### src/asg_pkg.sv
//////////////////////////////////////////////////////////////////////
// arbitrary signal generator, shared definitions
// sample and pointer types, widths, register map
//////////////////////////////////////////////////////////////////////
package asg_pkg;

  localparam int unsigned dw  = 14;       // sample width
  localparam int unsigned cwm = 10;       // pointer integer bits, 1024 entry table
  localparam int unsigned cwf = 16;       // pointer fraction bits
  localparam int unsigned cw  = cwm + cwf;
  localparam int unsigned cwl = 32;       // burst idle length counter
  localparam int unsigned cwn = 16;       // burst repetition counter
  localparam int unsigned tn  = 4;        // external triggers
  localparam int unsigned bw  = 32;       // wishbone data width

  typedef logic signed [dw-1:0] sample_t;
  typedef logic        [cw-1:0] ptr_t;    // size, offset, step, read pointer

  // byte address bit 12 picks the table, below is registers
  localparam int unsigned buf_sel_bit = 12;

  localparam logic [buf_sel_bit-1:0] reg_ctl     = 'h000;  // reset, sw trigger
  localparam logic [buf_sel_bit-1:0] reg_trg     = 'h004;  // trigger mask
  localparam logic [buf_sel_bit-1:0] reg_siz     = 'h010;
  localparam logic [buf_sel_bit-1:0] reg_off     = 'h014;  // phase
  localparam logic [buf_sel_bit-1:0] reg_stp     = 'h018;  // frequency
  localparam logic [buf_sel_bit-1:0] reg_bst     = 'h020;  // burst en, infinite
  localparam logic [buf_sel_bit-1:0] reg_bdl     = 'h024;
  localparam logic [buf_sel_bit-1:0] reg_bln     = 'h028;
  localparam logic [buf_sel_bit-1:0] reg_bnm     = 'h02c;
  localparam logic [buf_sel_bit-1:0] reg_sts_bln = 'h030;  // read only
  localparam logic [buf_sel_bit-1:0] reg_sts_bnm = 'h034;  // read only
  localparam logic [buf_sel_bit-1:0] reg_mul     = 'h038;  // gain, 1.0 = 0x1000
  localparam logic [buf_sel_bit-1:0] reg_sum     = 'h03c;  // offset

  localparam sample_t     mul_one   = 14'sh1000;  // unity gain
  localparam int unsigned mul_shift = 12;         // gain fraction bits

endpackage
### src/asg_core.sv
//////////////////////////////////////////////////////////////////////
// generator core
// trigger select, fixed point table pointer, burst sequencing,
// trigger and stop interrupts
//////////////////////////////////////////////////////////////////////
`timescale 1ns/10ps

module asg_core
  import asg_pkg::*;
(
  input  logic            bus,
  input  logic            rst_n,
  input  logic            adv,       // pipeline enable
  input  logic            ctl_rst,
  input  logic            trg_swo,
  input  logic [tn-1:0]   trg_ext,
  input  logic [tn-1:0]   cfg_trg,
  input  ptr_t            cfg_siz,
  input  ptr_t            cfg_off,
  input  ptr_t            cfg_stp,
  input  logic            cfg_ben,
  input  logic            cfg_inf,
  input  logic [cwm-1:0]  cfg_bdl,
  input  logic [cwl-1:0]  cfg_bln,
  input  logic [cwn-1:0]  cfg_bnm,
  input  sample_t         rd_data,
  output logic            rd_en,
  output logic [cwm-1:0]  rd_addr,
  output logic            gen_valid,
  output logic            gen_zero,
  output logic            gen_last,
  output sample_t         sample,
  output logic            trg_out,
  output logic            irq_trg,
  output logic            irq_stp,
  output logic            sts_run,
  output logic [cwl-1:0]  sts_bln,
  output logic [cwn-1:0]  sts_bnm
);

  logic [tn-1:0] trg_ext_q;  // edge detect
  logic          start;
  ptr_t          ptr;
  logic [cw:0]   ptr_sum;    // one spare bit for the carry
  logic          wrap;
  ptr_t          ptr_nxt;
  logic [cwl:0]  per_len;    // bdl + bln, last index of a period
  logic          per_end;
  logic          idle;
  logic          last_smp;
  logic          fin;

  // sw trigger or masked rising edge, only while stopped
  assign start = (trg_swo | (|(trg_ext & ~trg_ext_q & cfg_trg))) & ~sts_run;

  // pointer step with a single wrap subtraction
  assign ptr_sum = {1'b0, ptr} + {1'b0, cfg_stp};
  assign wrap    = ptr_sum >= {1'b0, cfg_siz};
  assign ptr_nxt = wrap ? ptr_t'(ptr_sum - {1'b0, cfg_siz}) : ptr_t'(ptr_sum);

  ////////////////////////////////////////////////////////////////////
  // burst bookkeeping
  ////////////////////////////////////////////////////////////////////

  assign per_len  = {{(cwl+1-cwm){1'b0}}, cfg_bdl} + {1'b0, cfg_bln};
  assign per_end  = {1'b0, sts_bln} == per_len;
  assign idle     = cfg_ben & (sts_bln > {{(cwl-cwm){1'b0}}, cfg_bdl});  // gap samples
  assign last_smp = cfg_ben ? per_end : wrap;  // continuous: table wrap
  assign fin      = cfg_ben & per_end & ~cfg_inf & (sts_bnm == cfg_bnm);

  // table read, skipped during the gap
  assign rd_en   = adv & sts_run & ~idle;
  assign rd_addr = ptr[cw-1:cwf];  // integer part
  assign sample  = gen_zero ? '0 : rd_data;

  always_ff @(posedge bus) begin
    if (!rst_n) begin
      trg_ext_q <= '0;
      sts_run   <= 1'b0;
      ptr       <= '0;
      sts_bln   <= '0;
      sts_bnm   <= '0;
      gen_valid <= 1'b0;
      gen_zero  <= 1'b0;
      gen_last  <= 1'b0;
      trg_out   <= 1'b0;
      irq_trg   <= 1'b0;
      irq_stp   <= 1'b0;
    end else begin
      trg_ext_q <= trg_ext;
      trg_out   <= start & ~ctl_rst;
      irq_trg   <= start & ~ctl_rst;
      irq_stp   <= 1'b0;
      // stage beside the table read
      if (adv) begin
        gen_valid <= sts_run;
        gen_zero  <= idle;
        gen_last  <= sts_run & last_smp;
      end
      if (ctl_rst) begin
        sts_run   <= 1'b0;
        ptr       <= cfg_off;
        sts_bln   <= '0;
        sts_bnm   <= '0;
        gen_valid <= 1'b0;  // drop the pending sample
      end else if (start) begin
        sts_run <= 1'b1;
        ptr     <= cfg_off;
        sts_bln <= '0;
        sts_bnm <= '0;
      end else if (adv && sts_run) begin
        if (cfg_ben && per_end) begin
          sts_bln <= '0;
          ptr     <= cfg_off;  // each burst restarts at the phase
          if (fin) begin
            sts_run <= 1'b0;
            irq_stp <= 1'b1;
          end else begin
            sts_bnm <= sts_bnm + 1'b1;
          end
        end else begin
          if (cfg_ben) sts_bln <= sts_bln + 1'b1;
          if (!idle) ptr <= ptr_nxt;
        end
      end
    end
  end

endmodule

### config.mk
export PLATFORM = sky130hd
export DESIGN_NAME = asg_core
export DESIGN_NICKNAME = d
export VERILOG_FILES = /design/src/asg_pkg.sv /design/src/asg_core.sv
export SDC_FILE = /design/constraint.sdc
export NUM_CORES = 1
export LEC_CHECK = 0
export ABC_AREA = 0
export BUFFER_PORTS_ARGS = -buffer_cell sky130_fd_sc_hd__clkbuf_2
export CORE_UTILIZATION = 30
export CTS_CLUSTER_DIAMETER = 100
export DETAILED_ROUTE_END_ITERATION = 6
export GPL_TIMING_DRIVEN = 0
export PLACE_DENSITY = 0.59
export SETUP_SLACK_MARGIN = 0.1
export SLEW_MARGIN = 20
export SYNTH_ARGS = -nofsm -noshare
export SYNTH_HDL_FRONTEND = slang
export SYNTH_SLANG_ARGS = --single-unit
export TNS_END_PERCENT = 1
### constraint.sdc
create_clock -name bus -period 6.4 [get_ports bus]
set_clock_uncertainty 0.15 [all_clocks]
set_input_delay 1.28 -clock bus [delete_from_list [all_inputs] [get_ports bus]]
set_output_delay 1.28 -clock bus [all_outputs]
set_load 0.01 [all_outputs]
==> flow_summary_export.csv <==
group,metric,value,unit
route,top_layer,"met4",
finish,drive_gt1_share,22.9,%
clock_network,numCtsBuffers,9,
setup_path,critical_path_depth,23,
timing,slew_headroom,26.2,%
global_route,antenna_found_initial,1,
setup_path,arrival,6.16,ns
timing,post-route-period-util,94.5,%
setup_path,cpMaxStageDelayCell,"ha_2",
hold_path,hold_path_end,"ptr[8]",
placed_design,post-place-cells,1814,
setup_path,cp_cell_sequence,"clkbuf_2 -> ha_4 -> and2_1 -> a311o_1 -> nor4_4 -> o21a_1 -> o21ai_0 -> a21o_1 -> a21oi_2 -> xnor2_2 -> ha_2 -> nand3_1 -> nor2_2 -> and3_1 -> o211ai_1 -> a21oi_2 -> o221a_2 -> a311o_1 -> buf_4 -> buf_6 -> mux2_2 -> mux2i_1 -> o2bb2ai_1",
yosys,synth_edf_count,0,
yosys,yosysTopAreaCell,"dfxtp_1",
yosys,seq_area_frac_synth,18.6,%
route,ant_nets,0,
finish,fill_cells,3219,
route,met3_length,2.19,mm
setup_path,rr_worst_depth,22,
hold_path,hold_start,"ptr[8]",
floorplanning,dieArea,30900,µm²
clock_network,cts_sinks,84,
route,via_per_inst,5.34,
yosys,yosysTopAreaCellShare,18.6,%
global_route,grt_pass1_vias,9148,
hold_path,min_path_type,"reg2reg",
hold_path,min_path_cells,1,
pwr,seqPwrFrac,24.1,%
clock_network,cts.htree.levels,3,
route,dr_total_vias,9791,
yosys,ys_top_cells_by_area,"dfxtp_1 (19%), ha_1 (10%), xor2_1 (6.8%)",
route,dr_wl_met2,15.1,mm
timing,fin_tns_setup,0,ns
timing,hold_viol,0,
yosys,synth_common_cells,"nor2_1 (115), dfxtp_1 (84), nand2_1 (77), ha_1 (74), xor2_1 (70)",
timing,achievable-frequency,165,MHz
finish,syn2layout_area_growth,23.8,%
pwr,p_int,1.37,mW
route,wire_per_inst,17.5,µm
clock_network,cts_buffer_depth,2,
clock_network,clk_pin_slew,0.08,ns
placed_design,gp_congestion,0.907,
route,wirelength_met1,14.1,mm
yosys,synth_warnings,0,
finish,nets,1678,
setup_path,max_stage_delay,0.39,ns
setup_path,path_class,"in2reg",
pwr,report.power.total,2.36,mW
placed_design,port_buffers,242,
pwr,power.share.switching,41.9,%
route,drt-initial-drc-count,845,
clock_network,clock-root-buffer,"clkbuf_16",
setup_path,cp-start-kind,"input port",
clock_network,ctsHoldBuffers,0,
finish,design_area,11200,µm²
run,drv_cap,0,
timing,rsz0062_at_grt,"false",
global_route,grt_pass1_wl,49.2,mm
yosys,avgSynthCellArea,7.65,µm²
route,drc,0,
timing,period_needed,6.05,ns
pwr,p_comb_share,52.5,%
timing,slew_viol_final,0,
yosys,synth.most_common_cell,"nor2_1",
pwr,power_frac_clock,23.4,%
yosys,syn_area,9050,µm²
yosys,ys_ff_latch,84,
setup_path,cp_max_fo,10,
placed_design,place_hpwl,26.3,mm
pwr,cellPowerDensity,211,nW/µm²
setup_path,endpoint_kind,"flop",
clock_network,cts_tree,"done",
floorplanning,chipWidth,176,µm
pwr,switchingPower,987,µW
pwr,p_leak,5.02,nW
floorplanning,io_pins,245,
timing,setup_viol_count_final,0,
route,firstDrtPassIters,6,
global_route,grt.total_usage,20.4,%
floorplanning,die_h,176,µm
yosys,synth_ff_type,"dfxtp_1",
global_route,grt_start_max_net_pins,19,
clock_network,clkLatencyLatePin,0.36,ns
setup_path,path_buf_inv,3,
yosys,syn_inst,1182,
placed_design,placed_cell_area,10700,µm²
floorplanning,core_area,29600,µm²
setup_path,path_delay_family,"compound AO/OA/AOI/OAI gates",
route,wirelength,32.1,mm
yosys,synthArstFlopShare,0,%
yosys,yosysUniqueCellTypes,81,
finish,final_core_util,37.8,%
setup_path,r2r-start,"ptr[4]",
floorplanning,initial_core_util,30.5,%
floorplanning,rows,63,
setup_path,rr_endpoint,"ptr[6]",
global_route,grt-ovfl-total,0,
timing,worst_pin_slew,1.10,ns
setup_path,required,6.51,ns
status,status,"completed",
yosys,synth_nets,1424,
pwr,ir_drop,0.137,mV
setup_path,r2r_slack,1.03,ns
finish,post_layout_nonfiller_instances,1832,
==> flip-flops by register name (all words and copies together), names as in the netlist <==
| register | flops |
|---|---|
| gen_last | 1 |
| trg_ext_q | 4 |
| gen_zero | 1 |
| sts_run | 1 |
| gen_valid | 1 |
| ptr | 26 |
| sts_bnm | 16 |
| irq_stp | 1 |
| sts_bln | 32 |
| irq_trg | 1 |
==> metrics by stage <==
stage	hold slack (ns)	worst slack, ns
final	0.324	0.350
after global routing	0.335	0.0865
after CTS	0.323	0.152
after detailed placement	0.309	-1.49
after global placement	0.299	-1.46
after floorplan	0.286	0.242
==> power by group through the flow <==
| stage | registers, mW | logic (mW) | clock network (mW) |
|---|---|---|---|
| after floorplan | 0.569 | 0.877 | 0 |
| after global placement | 0.579 | 1.17 | 0 |
| after detailed placement | 0.579 | 1.17 | 0 |
| after CTS | 0.567 | 1.20 | 0.561 |
| after global routing | 0.570 | 1.37 | 0.588 |
| final | 0.568 | 1.24 | 0.552 |
==> how the worst max path moves through the flow <==
stage | from | to | slack, ns
floorplan | cfg_stp[4] | ptr[6] | 0.24
global placement | cfg_stp[4] | ptr[6] | -1.46
detailed placement | cfg_stp[4] | ptr[6] | -1.49
CTS | cfg_stp[0] | ptr[23] | 0.15
global route | cfg_stp[0] | ptr[6] | 0.09
finish | cfg_stp[4] | ptr[6] | 0.35
==> cells in the final DEF, fill, tap and decap left out, types with 13 or more instances in the layout <==
cell and instances:
buf_4 14, dfxtp_1 84, o21a_1 30, nand2b_1 15
nand4_1 37, nor4_1 14, nand2_1 77, nand3_1 53
inv_1 64, a211oi_1 20, nor3_1 23, and2_1 15
or3_1 16, a21oi_1 51, and3_1 20, nor2b_1 25
a21o_1 27, clkbuf_1 22, clkbuf_2 243, mux2i_1 13
xnor2_1 57, xor2_1 70, ha_1 71, nor2_1 113
o21ai_0 52
==> routing by layer <==
metal,vias up,GRT usage [%]
met5,-,0
met4,0,5.98
met1,4517,26.5
met2,361,34.6
li1,4853,-
met3,60,3.03
==> cell families after synthesis <==
logic type                 synth area share [%]
muxes                                      2.43
and+or+nand+nor                            25.8
DFF                                        18.6
AOI/OAI and AO/OA                          24.6
adders and majority gates                  10.9
xor gates and xnor gates                   12.4
buffers and inverters                      5.26
==> layout make-up <==
class / instances / area [µm²] / area share (%)
plain buffers: 47 / 254 / 2.27
multi-input cells: 987 / 7020 / 62.6
repair buffers: 243 / 1220 / 10.9
clock inverters: 7 / 76.3 / 0.681
flip-flops and latches: 84 / 1680 / 15.0
diodes: 1 / 2.50 / 0.0223
well taps: 390 / 488 / 4.36
clock buffers: 9 / 225 / 2.01
inverters: 64 / 240 / 2.14
==> timing repair <==
item / CTS / global route
setup buffers: 0 / 1
setup endpoints to repair: 27 / 27
pin swaps: 0 / 10
gates resized for setup: 15 / 23
Note: power is estimated with default switching activity, not from simulation.
