===== config.mk =====
export PLATFORM = sky130hd
export DESIGN_NAME = asg_linear
export DESIGN_NICKNAME = d
export VERILOG_FILES = /design/src/asg_pkg.sv /design/src/asg_linear.sv
export SDC_FILE = /design/constraint.sdc
export NUM_CORES = 1
export LEC_CHECK = 0
export ABC_CLOCK_PERIOD_IN_PS = 9000
export BUFFER_PORTS_ARGS = -buffer_cell sky130_fd_sc_hd__buf_2
export CORE_AREA = 4 4 93 183
export DETAILED_ROUTE_END_ITERATION = 8
export DIE_AREA = 0 0 97 187
export PLACE_DENSITY = 0.79
export SLEW_MARGIN = 20
export SYNTH_ARGS = -nofsm -noshare
export SYNTH_HDL_FRONTEND = slang
export SYNTH_SLANG_ARGS = --single-unit

===== constraint.sdc =====
create_clock -name bus -period 9 [get_ports bus]
set_clock_uncertainty 0.2 [all_clocks]
set_input_delay 2.25 -clock bus [delete_from_list [all_inputs] [get_ports bus]]
set_output_delay 2.25 -clock bus [all_outputs]
set_load 0.01 [all_outputs]

===== src/asg_pkg.sv =====
//////////////////////////////////////////////////////////////////////
// arbitrary signal generator, shared definitions
// sample and pointer types, widths, register map
//////////////////////////////////////////////////////////////////////
package asg_pkg;

  localparam int unsigned dw  = 14;       // sample width
  localparam int unsigned cwm = 10;       // pointer integer bits, 1024 entry table
  localparam int unsigned cwf = 16;       // pointer fraction bits
  localparam int unsigned cw  = cwm + cwf;
  localparam int unsigned cwl = 32;       // burst idle length counter
  localparam int unsigned cwn = 16;       // burst repetition counter
  localparam int unsigned tn  = 4;        // external triggers
  localparam int unsigned bw  = 32;       // wishbone data width

  typedef logic signed [dw-1:0] sample_t;
  typedef logic        [cw-1:0] ptr_t;    // size, offset, step, read pointer

  // byte address bit 12 picks the table, below is registers
  localparam int unsigned buf_sel_bit = 12;

  localparam logic [buf_sel_bit-1:0] reg_ctl     = 'h000;  // reset, sw trigger
  localparam logic [buf_sel_bit-1:0] reg_trg     = 'h004;  // trigger mask
  localparam logic [buf_sel_bit-1:0] reg_siz     = 'h010;
  localparam logic [buf_sel_bit-1:0] reg_off     = 'h014;  // phase
  localparam logic [buf_sel_bit-1:0] reg_stp     = 'h018;  // frequency
  localparam logic [buf_sel_bit-1:0] reg_bst     = 'h020;  // burst en, infinite
  localparam logic [buf_sel_bit-1:0] reg_bdl     = 'h024;
  localparam logic [buf_sel_bit-1:0] reg_bln     = 'h028;
  localparam logic [buf_sel_bit-1:0] reg_bnm     = 'h02c;
  localparam logic [buf_sel_bit-1:0] reg_sts_bln = 'h030;  // read only
  localparam logic [buf_sel_bit-1:0] reg_sts_bnm = 'h034;  // read only
  localparam logic [buf_sel_bit-1:0] reg_mul     = 'h038;  // gain, 1.0 = 0x1000
  localparam logic [buf_sel_bit-1:0] reg_sum     = 'h03c;  // offset

  localparam sample_t     mul_one   = 14'sh1000;  // unity gain
  localparam int unsigned mul_shift = 12;         // gain fraction bits

endpackage

===== src/asg_linear.sv =====
//////////////////////////////////////////////////////////////////////
// gain and offset stage
// k*x + o with saturation, last register before the stream output
//////////////////////////////////////////////////////////////////////
`timescale 1ns/10ps

module asg_linear
  import asg_pkg::*;
(
  input  logic     bus,
  input  logic     rst_n,
  input  logic     gen_valid,
  input  logic     gen_last,
  input  sample_t  sample,
  input  sample_t  cfg_mul,
  input  sample_t  cfg_sum,
  input  logic     out_ready,
  output logic     adv,
  output logic     out_valid,
  output logic     out_last,
  output sample_t  out_data
);

  logic signed [2*dw-1:0]         prod;     // full product
  logic signed [2*dw-mul_shift-1:0] shifted;  // drop gain fraction
  logic signed [2*dw-mul_shift:0]   res;      // plus offset, one guard bit
  sample_t                          sat;

  assign adv = out_ready | ~out_valid;  // whole pipeline moves on this

  assign prod    = sample * cfg_mul;
  assign shifted = prod[2*dw-1:mul_shift];  // arithmetic >>> 12
  assign res     = shifted + cfg_sum;

  // clip to -8192..8191 when the top bits disagree
  assign sat = (res[2*dw-mul_shift:dw-1] == '0 || res[2*dw-mul_shift:dw-1] == '1) ?
               res[dw-1:0] :
               (res[2*dw-mul_shift] ? {1'b1, {(dw-1){1'b0}}} : {1'b0, {(dw-1){1'b1}}});

  always_ff @(posedge bus) begin
    if (!rst_n) begin
      out_valid <= 1'b0;
      out_last  <= 1'b0;
    end else if (adv) begin
      out_valid <= gen_valid;
      out_last  <= gen_valid & gen_last;
    end
  end

  always_ff @(posedge bus) begin
    if (adv) out_data <= sat;
  end

endmodule


==> results of run 1 <==
==> per-stage QoR <==
stage / TNS (ns) / worst slack [ns]
after global routing: -6.85 / -0.567
after global placement: -6.66 / -0.513
after CTS: -1.06 / -0.113
final: -3.43 / -0.296
after detailed placement: -9.39 / -0.740
after floorplan: -3.80 / -0.338
==> state kept, by name, indices dropped and copies added (netlist names) <==
signal,flops
out_last,1
out_data,14
out_valid,1
==> metal layers <==
layer,vias up,track usage,wire length [um]
met5,-,0,0
met4,0,0.253,3090
met3,162,0.0224,643
met2,263,0.546,14300
met1,3810,0.243,7280
li1,3389,-,-
==> Yosys cell counts, types with 13 or more instances <==
| cell type | count |
|---|---|
| inv_1 | 227 |
| fa_1 | 195 |
| and2_1 | 105 |
| nand2_1 | 96 |
| ha_1 | 82 |
| clkbuf_1 | 32 |
| nor2_1 | 27 |
| xnor2_1 | 26 |
| a21oi_1 | 24 |
| a21o_1 | 20 |
| o21ai_0 | 17 |
| edfxtp_1 | 14 |
| xor2_1 | 13 |
==> repair_timing <==
| action | in CTS | in global routing |
|---|---|---|
| setup buffers | 15 | 7 |
| endpoints found under the setup margin | 14 | 14 |
| pin swaps | 41 | 29 |
| gates cloned | 2 | 0 |
| resized for setup | 79 | 39 |
==> cell families after synthesis <==
logic type | Yosys count | share of synthesized area
multiplexers | 3 | 0.00352
flip-flops | 16 | 0.0518
adder cells (fa/ha/maj) | 277 | 0.554
XOR/XNOR | 39 | 0.0384
AO/OA/AOI/OAI | 112 | 0.0871
buffers and inverters | 263 | 0.112
AND/OR/NAND/NOR | 268 | 0.153
==> area by class of cell <==
class,instances,area share
multi-input combinational,700,0.700
sequential,16,0.0408
inverter,228,0.0761
clock buffer,4,0.00699
antenna,3,0.000666
tap,201,0.0223
timing repair buffer,236,0.153
==> critical path, delay by kind of cell <==
family	cells	cell delay [ns]
compound gates	6	1.35
xor+xnor	2	0.27
fa+ha+maj	8	3.58
buf+inv	10	0.90
simple gates	5	0.73
==> path summary, 6_finish.rpt <==
path | endpoint | from | slack [ns]
max reg2reg | out_last | out_valid | 7.38
max | out_data[11] | sample[7] | -0.30
min | out_last | out_last | 0.32
min reg2reg | out_last | out_last | 0.32
==> results_dict.tcl, run 1 <==
set metrics [dict create \
    status "finished, violations left" \
    violations "setup timing" \
    stdcell_count 1388 \
    period_share 1.03 \
    netlist_area_mm2 0.00890 \
    multiInputGateArea_mm2 0.00790 \
    finalHoldWorstSlack_ns 0.325 \
    hold_violations 0 \
    drc 0 \
    cpMostUsedCell "fa_1" \
    drt_wl_total_um 25300 \
    grt_first_pass_wirelength_um 40300 \
    fill_cells 1048 \
    fin_nets 1509 \
    cts_tree "built" \
    vias 7624 \
    cap_violations 0 \
    slew_headroom 0.465 \
    synth_fp_nets 1302 \
    portBuffers 63 \
    area_growth_pct 26.7 \
    drtIter0Drc 325 \
    cts_max_level 1 \
    yosysTopAreaCellShare 0.439 \
    ys_seq_elements 16 \
    critPathMaxStageDelay_ns 0.53 \
    async_flop_share 0 \
    grt_setup_unrepaired "yes" \
    yosys_warnings 0 \
    min_path_type "flop to flop" \
    final_common_cell "inv_1" \
    die_y_um 187 \
    start_util 0.567 \
    root_buffer "clkbuf_16" \
    fin_ws_ns -0.296 \
    place_area_mm2 0.0105 \
    synthFlopType "edfxtp_1" \
    vias_per_cell 5.49 \
    period_needed_ns 9.30 \
    seqCellArea_um2 460 \
    worstPathArrival_ns 9.10 \
    path_class "primary input to flop" \
    grt.total_usage 0.281 \
    setup_viol 13 \
    rows 65 \
    antenna_found_initial 2 \
    drive_gt1_frac 0.281 \
    slew_viol_final 0 \
    utilization 0.718 \
    clock_path_buffers 2 \
    post-place-cells 1357 \
    ys_top_cells_by_area "fa_1 (44%), ha_1 (12%), inv_1 (9.6%)" \
    die-area_mm2 0.0181 \
    worstPathRequired_ns 8.80 \
    yosysTopAreaCell "fa_1" \
    worst_pin_slew_ns 0.803 \
    clk_pin_slew_worst_paths_ns 0.05 \
    clock_sinks 16 \
    first_pass_iters 5 \
    clk-insertion-delay-late_ns 0.24 \
    io_pins 64 \
    avgSynthCellArea_um2 9.10 \
    wl_per_cell_um 18.3 \
    gp_congestion 0.963 \
    endpoint_kind "flop" \
    crit_slowest_cell "fa_1" \
    hpwl_um 20800 \
    syn-instance-count 978 \
    synth-seq-area-share 0.0518 \
    fmax_ghz 0.108 \
    grt_pass1_vias 8690 \
    cts_buffers 3 \
    holdBufCountCts 0 \
    cp_max_fo 6 \
    die_w_um 97 \
    critPathLaunchType "primary input" \
    synthDistinctLibCells 53 \
    final_cell_mix "inv_1 (220), fa_1 (188), buf_4 (172)" \
    antenna_left 0 \
    grt_start_max_net_pins 18 \
    grt_overflow 0 \
    synth_edf_count 14 \
    core_area_mm2 0.0157 \
    stdcell_area_mm2 0.0113 \
    reg2regPathDepth 3 \
    hold_depth 2 \
]
Power of run 1 is not shown: default switching activity piles up to over one toggle a cycle in this logic, so the estimate is an artifact.
==> inputs of run 2 (changes only) <==
- GPL_TIMING_DRIVEN: not set -> 0
==> results_dict.tcl, run 2 (synthesis gave the netlist of run 1 again) <==
set metrics [dict create \
    clk-insertion-delay-late_ns 0.24 \
    regMostFlops "out_data" \
    fin_ws_ns -0.524 \
    hpwl_um 18800 \
    die_w_um 97 \
    area_growth_pct 23.8 \
    clock_path_buffers 2 \
    final_common_cell "inv_1" \
    stdcell_count 1306 \
    hp-start "out_last" \
    post-place-cells 1242 \
    path_delay_family "adder cells" \
    grt_overflow 0 \
    crit_slowest_cell "fa_1" \
    core_area_mm2 0.0157 \
    grt_start_max_net_pins 18 \
    grt.total_usage 0.268 \
    grt_setup_unrepaired "yes" \
    cts_buffers 3 \
    drt_wl_total_um 24300 \
    wl_per_cell_um 18.6 \
    setup_viol 14 \
    critPathMaxStageDelay_ns 0.59 \
    cts_tree "built" \
    grt_first_pass_wirelength_um 38800 \
    root_buffer "clkbuf_16" \
    io_pins 64 \
    cts_max_level 1 \
    endpoint_kind "flop" \
    holdBufCountCts 0 \
    critPathLaunchType "primary input" \
    period_needed_ns 9.52 \
    antenna_left 0 \
    period_share 1.06 \
    status "finished, violations left" \
    rrSetupSlack_ns 7.46 \
    rows 65 \
    slew_viol_final 0 \
    largest_reg_flops 14 \
    final_cell_mix "inv_1 (218), fa_1 (190), and2_1 (96)" \
    worst_pin_slew_ns 0.747 \
    clock_sinks 16 \
    grt_pass1_vias 8122 \
    hold_depth 2 \
    first_pass_iters 5 \
    cpMostUsedCell "fa_1" \
    slew_headroom 0.502 \
    place_area_mm2 0.00957 \
    vias_per_cell 5.61 \
    r2r-start "out_valid" \
    portBuffers 63 \
    whs_endpoint "out_last" \
    hold_violations 0 \
    gp_congestion 0.954 \
    crit_buf_inv 9 \
    cp_max_fo 5 \
    worstPathRequired_ns 8.89 \
    vias 7332 \
    largest_registers "out_data x14, out_last x1, out_valid x1" \
    die_y_um 187 \
    fmax_ghz 0.105 \
    min_path_type "flop to flop" \
    drc 0 \
    clk_pin_slew_worst_paths_ns 0.05 \
    reg2regPathDepth 3 \
    die-area_mm2 0.0181 \
    stdcell_area_mm2 0.0110 \
    antenna_found_initial 1 \
    start_util 0.567 \
    cap_violations 0 \
    violations "setup timing" \
    worstPathArrival_ns 9.41 \
    drive_gt1_frac 0.239 \
    drtIter0Drc 370 \
    path_class "primary input to flop" \
    worstReg2RegEnd "out_last" \
    fin_nets 1429 \
]
==> run 2: changes by cell type in the layout (fill, tap and decap cells not counted), sizes merged <==
| cell | before | now |
|---|---|---|
| a21oi | 26 | 25 |
| buf | 235 | 141 |
| clkbuf | 5 | 20 |
| clkinv | 1 | 0 |
| diode | 3 | 1 |
| inv | 227 | 228 |
==> run 2: how the worst max path moves through the flow <==
stage	startpoint	end	slack (ns)	depth (start not counted)
3_5_place_dp	cfg_mul[4]	out_data[11]	-1.48	29
2_1_floorplan	cfg_mul[2]	out_data[11]	-0.34	30
3_3_place_gp	cfg_mul[4]	out_data[11]	-1.32	29
6_report	sample[7]	out_data[8]	-0.52	32
5_1_grt	sample[13]	out_data[8]	-0.77	31
4_1_cts	sample[7]	out_data[4]	-0.54	33
==> run 2: routing by layer <==
metal | global-route usage | routed length (um) | vias up
met5 | 0 | 0 | -
met4 | 0.170 | 2090 | 0
met3 | 0.0224 | 968 | 135
met2 | 0.517 | 13500 | 302
met1 | 0.267 | 7670 | 3662
li1 | - | - | 3233
==> run 2: area by class of cell <==
class / count / area [um2]
multi-input combinational: 699 / 8040
fill: 1116 / 4680
timing repair buffer: 129 / 988
inverter: 228 / 863
antenna: 1 / 2.50
sequential: 16 / 460
tap: 201 / 251
clock buffer: 4 / 88.8
buffer: 28 / 313
==> run 2: per-stage QoR <==
step           setup TNS [ns]  setup WS, ns  utilization  hold slack, ns
6_report                -6.51        -0.524        0.702           0.312
5_1_grt                 -9.92        -0.771        0.702           0.372
4_1_cts                 -6.83        -0.540        0.673           0.314
3_5_place_dp           -19.49         -1.48        0.610           0.303
3_3_place_gp           -17.53         -1.32        0.610           0.294
2_1_floorplan           -3.80        -0.338            -           0.339
==> run 2: repair_timing <==
item | in CTS | in global routing
setup buffers | 44 | 19
setup endpoints to repair | 14 | 14
pin swaps | 23 | 24
gates cloned | 2 | 1
resized for setup | 131 | 83
==> run 2: tightest hold or removal path, delay by kind of cell, from the launching register on <==
| family | cells | cell delay, ns |
|---|---|---|
| simple gates | 1 | 0.09 |
| mux | 1 | 0.06 |
| flops | 1 | 0.32 |
Power of run 2 is left out for the same reason.
