<file path="src/asg_pkg.sv">
//////////////////////////////////////////////////////////////////////
// arbitrary signal generator, shared definitions
// sample and pointer types, widths, register map
//////////////////////////////////////////////////////////////////////
package asg_pkg;

  localparam int unsigned dw  = 14;       // sample width
  localparam int unsigned cwm = 10;       // pointer integer bits, 1024 entry table
  localparam int unsigned cwf = 16;       // pointer fraction bits
  localparam int unsigned cw  = cwm + cwf;
  localparam int unsigned cwl = 32;       // burst idle length counter
  localparam int unsigned cwn = 16;       // burst repetition counter
  localparam int unsigned tn  = 4;        // external triggers
  localparam int unsigned bw  = 32;       // wishbone data width

  typedef logic signed [dw-1:0] sample_t;
  typedef logic        [cw-1:0] ptr_t;    // size, offset, step, read pointer

  // byte address bit 12 picks the table, below is registers
  localparam int unsigned buf_sel_bit = 12;

  localparam logic [buf_sel_bit-1:0] reg_ctl     = 'h000;  // reset, sw trigger
  localparam logic [buf_sel_bit-1:0] reg_trg     = 'h004;  // trigger mask
  localparam logic [buf_sel_bit-1:0] reg_siz     = 'h010;
  localparam logic [buf_sel_bit-1:0] reg_off     = 'h014;  // phase
  localparam logic [buf_sel_bit-1:0] reg_stp     = 'h018;  // frequency
  localparam logic [buf_sel_bit-1:0] reg_bst     = 'h020;  // burst en, infinite
  localparam logic [buf_sel_bit-1:0] reg_bdl     = 'h024;
  localparam logic [buf_sel_bit-1:0] reg_bln     = 'h028;
  localparam logic [buf_sel_bit-1:0] reg_bnm     = 'h02c;
  localparam logic [buf_sel_bit-1:0] reg_sts_bln = 'h030;  // read only
  localparam logic [buf_sel_bit-1:0] reg_sts_bnm = 'h034;  // read only
  localparam logic [buf_sel_bit-1:0] reg_mul     = 'h038;  // gain, 1.0 = 0x1000
  localparam logic [buf_sel_bit-1:0] reg_sum     = 'h03c;  // offset

  localparam sample_t     mul_one   = 14'sh1000;  // unity gain
  localparam int unsigned mul_shift = 12;         // gain fraction bits

endpackage
</file>
<file path="src/asg_regs.sv">
//////////////////////////////////////////////////////////////////////
// generator register block
// wishbone classic slave, config and status registers,
// table access forwarding and control pulses
//////////////////////////////////////////////////////////////////////
`timescale 1ns/10ps

module asg_regs
  import asg_pkg::*;
(
  input  logic            bus,
  input  logic            rst_n,
  // wishbone classic slave
  input  logic            cyc,
  input  logic            stb,
  input  logic            we,
  input  logic [bw-1:0]   adr,
  input  logic [bw-1:0]   dat_w,
  output logic [bw-1:0]   dat_r,
  output logic            ack,
  // table bus port
  output logic            buf_we,
  output logic [cwm-1:0]  buf_addr,
  output sample_t         buf_wdata,
  input  sample_t         buf_rdata,
  // control pulses
  output logic            ctl_rst,
  output logic            trg_swo,
  // configuration
  output logic [tn-1:0]   cfg_trg,
  output ptr_t            cfg_siz,
  output ptr_t            cfg_off,
  output ptr_t            cfg_stp,
  output logic            cfg_ben,
  output logic            cfg_inf,
  output logic [cwm-1:0]  cfg_bdl,
  output logic [cwl-1:0]  cfg_bln,
  output logic [cwn-1:0]  cfg_bnm,
  output sample_t         cfg_mul,
  output sample_t         cfg_sum,
  // status
  input  logic            sts_run,
  input  logic [cwl-1:0]  sts_bln,
  input  logic [cwn-1:0]  sts_bnm
);

  logic                   xfer;       // strobe cycle, before ack
  logic                   wr_reg;     // register region write
  logic [buf_sel_bit-1:0] roff;       // register byte offset
  logic [bw-1:0]          reg_rdata;
  logic                   buf_sel_q;  // last access went to the table

  assign xfer   = cyc & stb & ~ack;
  assign roff   = adr[buf_sel_bit-1:0];
  assign wr_reg = xfer & we & ~adr[buf_sel_bit];

  // table port, addressed by word
  assign buf_we    = xfer & we & adr[buf_sel_bit];
  assign buf_addr  = adr[cwm+1:2];
  assign buf_wdata = dat_w[dw-1:0];

  // single cycle pulses on the write strobe
  assign ctl_rst = wr_reg & (roff == reg_ctl) & dat_w[0];
  assign trg_swo = wr_reg & (roff == reg_ctl) & dat_w[1];

  always_ff @(posedge bus) begin
    if (!rst_n) begin
      ack       <= 1'b0;
      buf_sel_q <= 1'b0;
    end else begin
      ack <= xfer;  // one cycle, always the next
      if (xfer) buf_sel_q <= adr[buf_sel_bit];
    end
  end

  ////////////////////////////////////////////////////////////////////
  // configuration writes
  ////////////////////////////////////////////////////////////////////

  always_ff @(posedge bus) begin
    if (!rst_n) begin
      cfg_trg <= '0;
      cfg_siz <= '0;
      cfg_off <= '0;
      cfg_stp <= '0;
      cfg_ben <= 1'b0;
      cfg_inf <= 1'b0;
      cfg_bdl <= '0;
      cfg_bln <= '0;
      cfg_bnm <= '0;
      cfg_mul <= mul_one;  // unity gain out of reset
      cfg_sum <= '0;
    end else if (wr_reg) begin
      case (roff)
        reg_trg: cfg_trg <= dat_w[tn-1:0];
        reg_siz: cfg_siz <= dat_w[cw-1:0];
        reg_off: cfg_off <= dat_w[cw-1:0];
        reg_stp: cfg_stp <= dat_w[cw-1:0];
        reg_bst: begin
          cfg_ben <= dat_w[0];
          cfg_inf <= dat_w[1];
        end
        reg_bdl: cfg_bdl <= dat_w[cwm-1:0];
        reg_bln: cfg_bln <= dat_w[cwl-1:0];
        reg_bnm: cfg_bnm <= dat_w[cwn-1:0];
        reg_mul: cfg_mul <= dat_w[dw-1:0];
        reg_sum: cfg_sum <= dat_w[dw-1:0];
        default: ;  // unmapped, dropped
      endcase
    end
  end

  ////////////////////////////////////////////////////////////////////
  // read back
  ////////////////////////////////////////////////////////////////////

  always_ff @(posedge bus) begin
    if (xfer) begin
      case (roff)
        reg_ctl:     reg_rdata <= {{(bw-2){1'b0}}, ~sts_run, sts_run};
        reg_trg:     reg_rdata <= {{(bw-tn){1'b0}}, cfg_trg};
        reg_siz:     reg_rdata <= {{(bw-cw){1'b0}}, cfg_siz};
        reg_off:     reg_rdata <= {{(bw-cw){1'b0}}, cfg_off};
        reg_stp:     reg_rdata <= {{(bw-cw){1'b0}}, cfg_stp};
        reg_bst:     reg_rdata <= {{(bw-2){1'b0}}, cfg_inf, cfg_ben};
        reg_bdl:     reg_rdata <= {{(bw-cwm){1'b0}}, cfg_bdl};
        reg_bln:     reg_rdata <= cfg_bln;
        reg_bnm:     reg_rdata <= {{(bw-cwn){1'b0}}, cfg_bnm};
        reg_sts_bln: reg_rdata <= sts_bln;
        reg_sts_bnm: reg_rdata <= {{(bw-cwn){1'b0}}, sts_bnm};
        reg_mul:     reg_rdata <= {{(bw-dw){1'b0}}, cfg_mul};  // masked, not sign extended
        reg_sum:     reg_rdata <= {{(bw-dw){1'b0}}, cfg_sum};
        default:     reg_rdata <= '0;
      endcase
    end
  end

  // table data arrives in the ack cycle, sign extended
  assign dat_r = buf_sel_q ? {{(bw-dw){buf_rdata[dw-1]}}, buf_rdata} : reg_rdata;

endmodule

</file>
<file path="config.mk">
export PLATFORM = sky130hd
export DESIGN_NAME = asg_regs
export DESIGN_NICKNAME = d
export VERILOG_FILES = /design/src/asg_pkg.sv /design/src/asg_regs.sv
export SDC_FILE = /design/constraint.sdc
export NUM_CORES = 1
export LEC_CHECK = 0
export ABC_AREA = 1
export BUFFER_PORTS_ARGS = -buffer_cell sky130_fd_sc_hd__buf_2
export CAP_MARGIN = 40
export CORE_AREA = 2 2 141 143
export DETAILED_ROUTE_END_ITERATION = 12
export DIE_AREA = 0 0 143 145
export PLACE_DENSITY = 0.8
export SLEW_MARGIN = 10
export SYNTH_ARGS = -nofsm -noshare
export SYNTH_HDL_FRONTEND = slang
export SYNTH_SLANG_ARGS = --single-unit
</file>
<file path="constraint.sdc">
create_clock -name bus -period 3.8 [get_ports bus]
set_input_delay 0.76 -clock bus [delete_from_list [all_inputs] [get_ports bus]]
set_output_delay 0.76 -clock bus [all_outputs]
set_load 0.005 [all_outputs]
</file>
==> summary.txt <==
OUTCOME
---------------------------------------------------------------------------------
Status                                                               finished, final reports clean

CTS
---------------------------------------------------------------------------------
Maximum level of the CTS H-tree                                                 1
Bufs on Longest Clock Path                                                      3
Worst-Skew Late Latency                                                    500 ps
Clock tree from TritonCTS                                                     yes
Clk sinks                                                                     204
Post-cts resize count                                                           0
Reg clk slew, reported paths                                                60 ps
Cell at the root of the clock tree                                   sky130_fd_sc_hd__clkbuf_16
CTS hold repair buffers                                                         0
CTS Buf Count                                                                  22
Number of buffers added for setup after CTS                                     0

TIMING
---------------------------------------------------------------------------------
Final Worst Setup Slack                                                   1050 ps
Final total negative setup slack                                             0 ps
Worst max-slew margin expressed relative to the limit                       50.2%
Pins over their slew limit                                                      0
Share of the clock period used by the worst path after layout               72.3%
Hold violation total from the final report                                      0
Clock skew                                                                7.50 ps
Timing-limited maximum frequency                                          364 MHz
Worst-case hold slack                                                      467 ps
Final critical-path required period                                       2750 ps
Final setup violation count                                                     0
Transition time of the tightest slew-check pin                             747 ps
Setup repair after global routing missed its margin                            no

CRITICAL PATH
---------------------------------------------------------------------------------
Type of origin of the critical path                                    input port
Worst path bufs/invs                                                            2
Most frequent CP cell                                                sky130_fd_sc_hd__buf_2
Critical register-to-register path startpoint                                 ack
Type of the worst setup path                                         input port to primary output
Crit-path max FO                                                               18
Worst Reg-to-Reg Cells                                                          9
Register-to-register path setup slack                                     1690 ps
Max incr delay on CP                                                       360 ps
Destination of the worst register-to-register timing path              cfg_bdl[0]
List of cells traversed by the critical path                         buf_2 -> nor2_2 -> nand2_1 -> nor2_8 -> nand3_1 -> nor2_1 -> buf_2
Crit end category                                                    primary output
Data arrival, critical path                                               1990 ps
Data required time at the worst endpoint                                  3040 ps
Crit path max-delay cell type                                        sky130_fd_sc_hd__nor2_8
Family with the most delay on the worst path                         simple AND/OR/NAND/NOR gates

YOSYS
---------------------------------------------------------------------------------
Post-synthesis cell count                                                    1258
Count of flip-flops with a built-in enable after synthesis                     32
Asr flop ratio synth                                                           0%
Synth Net Count                                                              1390
Sequential fraction of the synthesis area                                   46.5%
Average cell area after synthesis                                      7.52 sq um
Most area-hungry cell type in the Yosys netlist                      sky130_fd_sc_hd__dfxtp_1
Commonest register cell after synthesis                              sky130_fd_sc_hd__dfxtp_1
Most numerous cell in the Yosys netlist                              sky130_fd_sc_hd__dfxtp_1
Portion of synthesized cell area occupied by the leading cell type          36.4%
List of most frequent post-synthesis cells                           172 x sky130_fd_sc_hd__dfxtp_1, 165 x sky130_fd_sc_hd__o21ai_0, 152 x sky130_fd_sc_hd__inv_1
Count of unique library cells instantiated by Yosys                            30
Synthesized cell area                                                  9470 sq um
Cells taking the most area after synthesis                           sky130_fd_sc_hd__dfxtp_1 36%, sky130_fd_sc_hd__edfxtp_1 10%, sky130_fd_sc_hd__o21ai_0 8.7%
Flip-flop and latch count after synthesis                                     204
Total of warnings raised by yosys                                               0

FLOORPLANNING
---------------------------------------------------------------------------------
Total die area                                                        20700 sq um
DIE HEIGHT                                                                 145 um
Placement row count                                                            51
Core Footprint                                                        19200 sq um
IO Pins                                                                       362
Initial standard-cell utilization of the core                               49.3%
Die Width                                                                  143 um

LAYOUT
---------------------------------------------------------------------------------
Post-route cell area                                                  11800 sq um
Area Overhead vs Synth                                                      24.6%
Final core occ                                                              61.4%
Fraction of final layout cells with drive strength greater than 1           27.9%
Post-layout nets                                                             1675

POWER AND IR DROP
---------------------------------------------------------------------------------
Pwr/cell area                                                         375 nW/um^2
LEAKAGE                                                                0.00580 uW
Combinational group share of total power                                     5.2%
Switching power of the nets                                               1000 uW
Worst IR Drop VDD                                                          304 uV
Net Sw Frac                                                                 22.7%
Seq pwr share                                                               49.8%
Internal Pwr Total                                                        3420 uW
Clock Power Share                                                           44.9%

GLOBAL ROUTE
---------------------------------------------------------------------------------
Wire length of the first global-routing pass                             49800 um
Total GRT Usage                                                             30.6%
Number of antenna violations at the first check in global routing               2
Number of global-route vias before repair                                    9274
Maximum number of pins on one net before global-route repair                   96
Overall overflow remaining after global route                                   0

ROUTE
---------------------------------------------------------------------------------
Starting DRT DRC Count                                                        867
Number of DRC violations after detailed routing                                 0
Drt pass-1 iters                                                                5
Detail-routed net length per standard cell                                18.3 um
Overall routed net length                                                33400 um
Antenna Violating Nets Remaining                                                0
Via density per instance                                                     5.47
Vias                                                                         9973

WORST HOLD PATH
---------------------------------------------------------------------------------
Worst hold path startpoint                                             cfg_mul[4]
Cells on Worst Hold Path                                                        2
Kind of path behind the tightest hold check                          flop to flop
End of the worst hold path                                             cfg_mul[4]

PLACE
---------------------------------------------------------------------------------
Global placement routability congestion                                     0.924
Placed standard-cell area                                             11100 sq um
Estimated wirelength of the detail-placed design                         24200 um
Post-Place Worst Slack                                                     907 ps
Number of port buffers                                                        342

JOB
---------------------------------------------------------------------------------
Max capacitance violation total                                                 0

worst max path at each step:
| stage | startpoint | depth (start not counted) | to | slack (ps) |
|---|---|---|---|---|
| 2_1_floorplan | cyc | 6 | ctl_rst | 1140 |
| 3_3_place_gp | adr[7] | 9 | cfg_stp[25] | 970 |
| 3_5_place_dp | adr[1] | 9 | cfg_bln[19] | 910 |
| 4_1_cts | buf_sel_q | 3 | dat_r[16] | 1050 |
| 5_1_grt | buf_sel_q | 3 | dat_r[16] | 880 |
| 6_report | adr[1] | 7 | ctl_rst | 1050 |
power by group through the flow:
stage | sequential [uW] | clock [uW] | combinational (uW)
floorplan | 2250 | 0 | 117
global placement | 2250 | 0 | 227
detailed placement | 2250 | 0 | 230
CTS | 2200 | 2000 | 230
global route | 2200 | 2080 | 251
finish | 2200 | 1990 | 232
worst min-delay path, stage by stage, from the launching register on:
cell and delay [ps]:
sky130_fd_sc_hd__dfxtp_1 310, sky130_fd_sc_hd__inv_1 60, sky130_fd_sc_hd__a21oi_1 60
stage by stage:
step                      total power (uW)  cells
final                                 4420   1823
after global routing                  4540   1822
after CTS                             4430   1822
after detailed placement              2480   1784
after global placement                2480   1784
after floorplan                       2360   1258
metal layers:
layer / share of wire, % / global-route usage, %
met5: 0.033 / 0
met1: 39 / 39.5
met3: 9.8 / 6.60
met2: 46 / 48.4
met4: 4.9 / 15.0
flip-flops by register name (all words and copies together) (netlist names):
signal	flops
ack	1
buf_sel_q	1
cfg_bdl	10
cfg_ben	1
cfg_bln	32
cfg_bnm	16
cfg_inf	1
cfg_mul	14
cfg_off	26
cfg_siz	26
cfg_stp	26
cfg_sum	14
cfg_trg	4
reg_rdata	32
logic make-up after synthesis:
family	Yosys count	synth area share, %
muxes	13	1.55
AOI/OAI and AO/OA	365	19.4
and+or+nand+nor	414	20.3
buffers and inverters	262	12.2
DFF	204	46.5
placed cells by master, fill, tap and decap left out, drive strengths merged:
cell	netlist	layout
nand3b	5	5
mux2	13	13
and3	2	2
or2	1	1
a21oi	141	141
nand2	148	148
clkbuf	28	32
buf	72	361
clkinv	3	7
dfxtp	172	172
inv	159	160
nor3b	2	2
nand4	9	9
nand3	124	124
o21ai	219	219
clkinvlp	0	1
diode	0	1
edfxtp	32	32
nor2	123	123
o22ai	4	4
o211ai	1	1
final cells by class:
cell class / instances / area [sq um]
timing repair buffer: 361 / 1880
inverter: 162 / 608
clock inverter: 6 / 33.8
tap: 265 / 332
sequential: 204 / 4400
antenna: 1 / 2.50
clock buffer: 32 / 619
multi-input combinational: 792 / 3910
fill: 1703 / 7420
(Power assumes the default switching activity.)
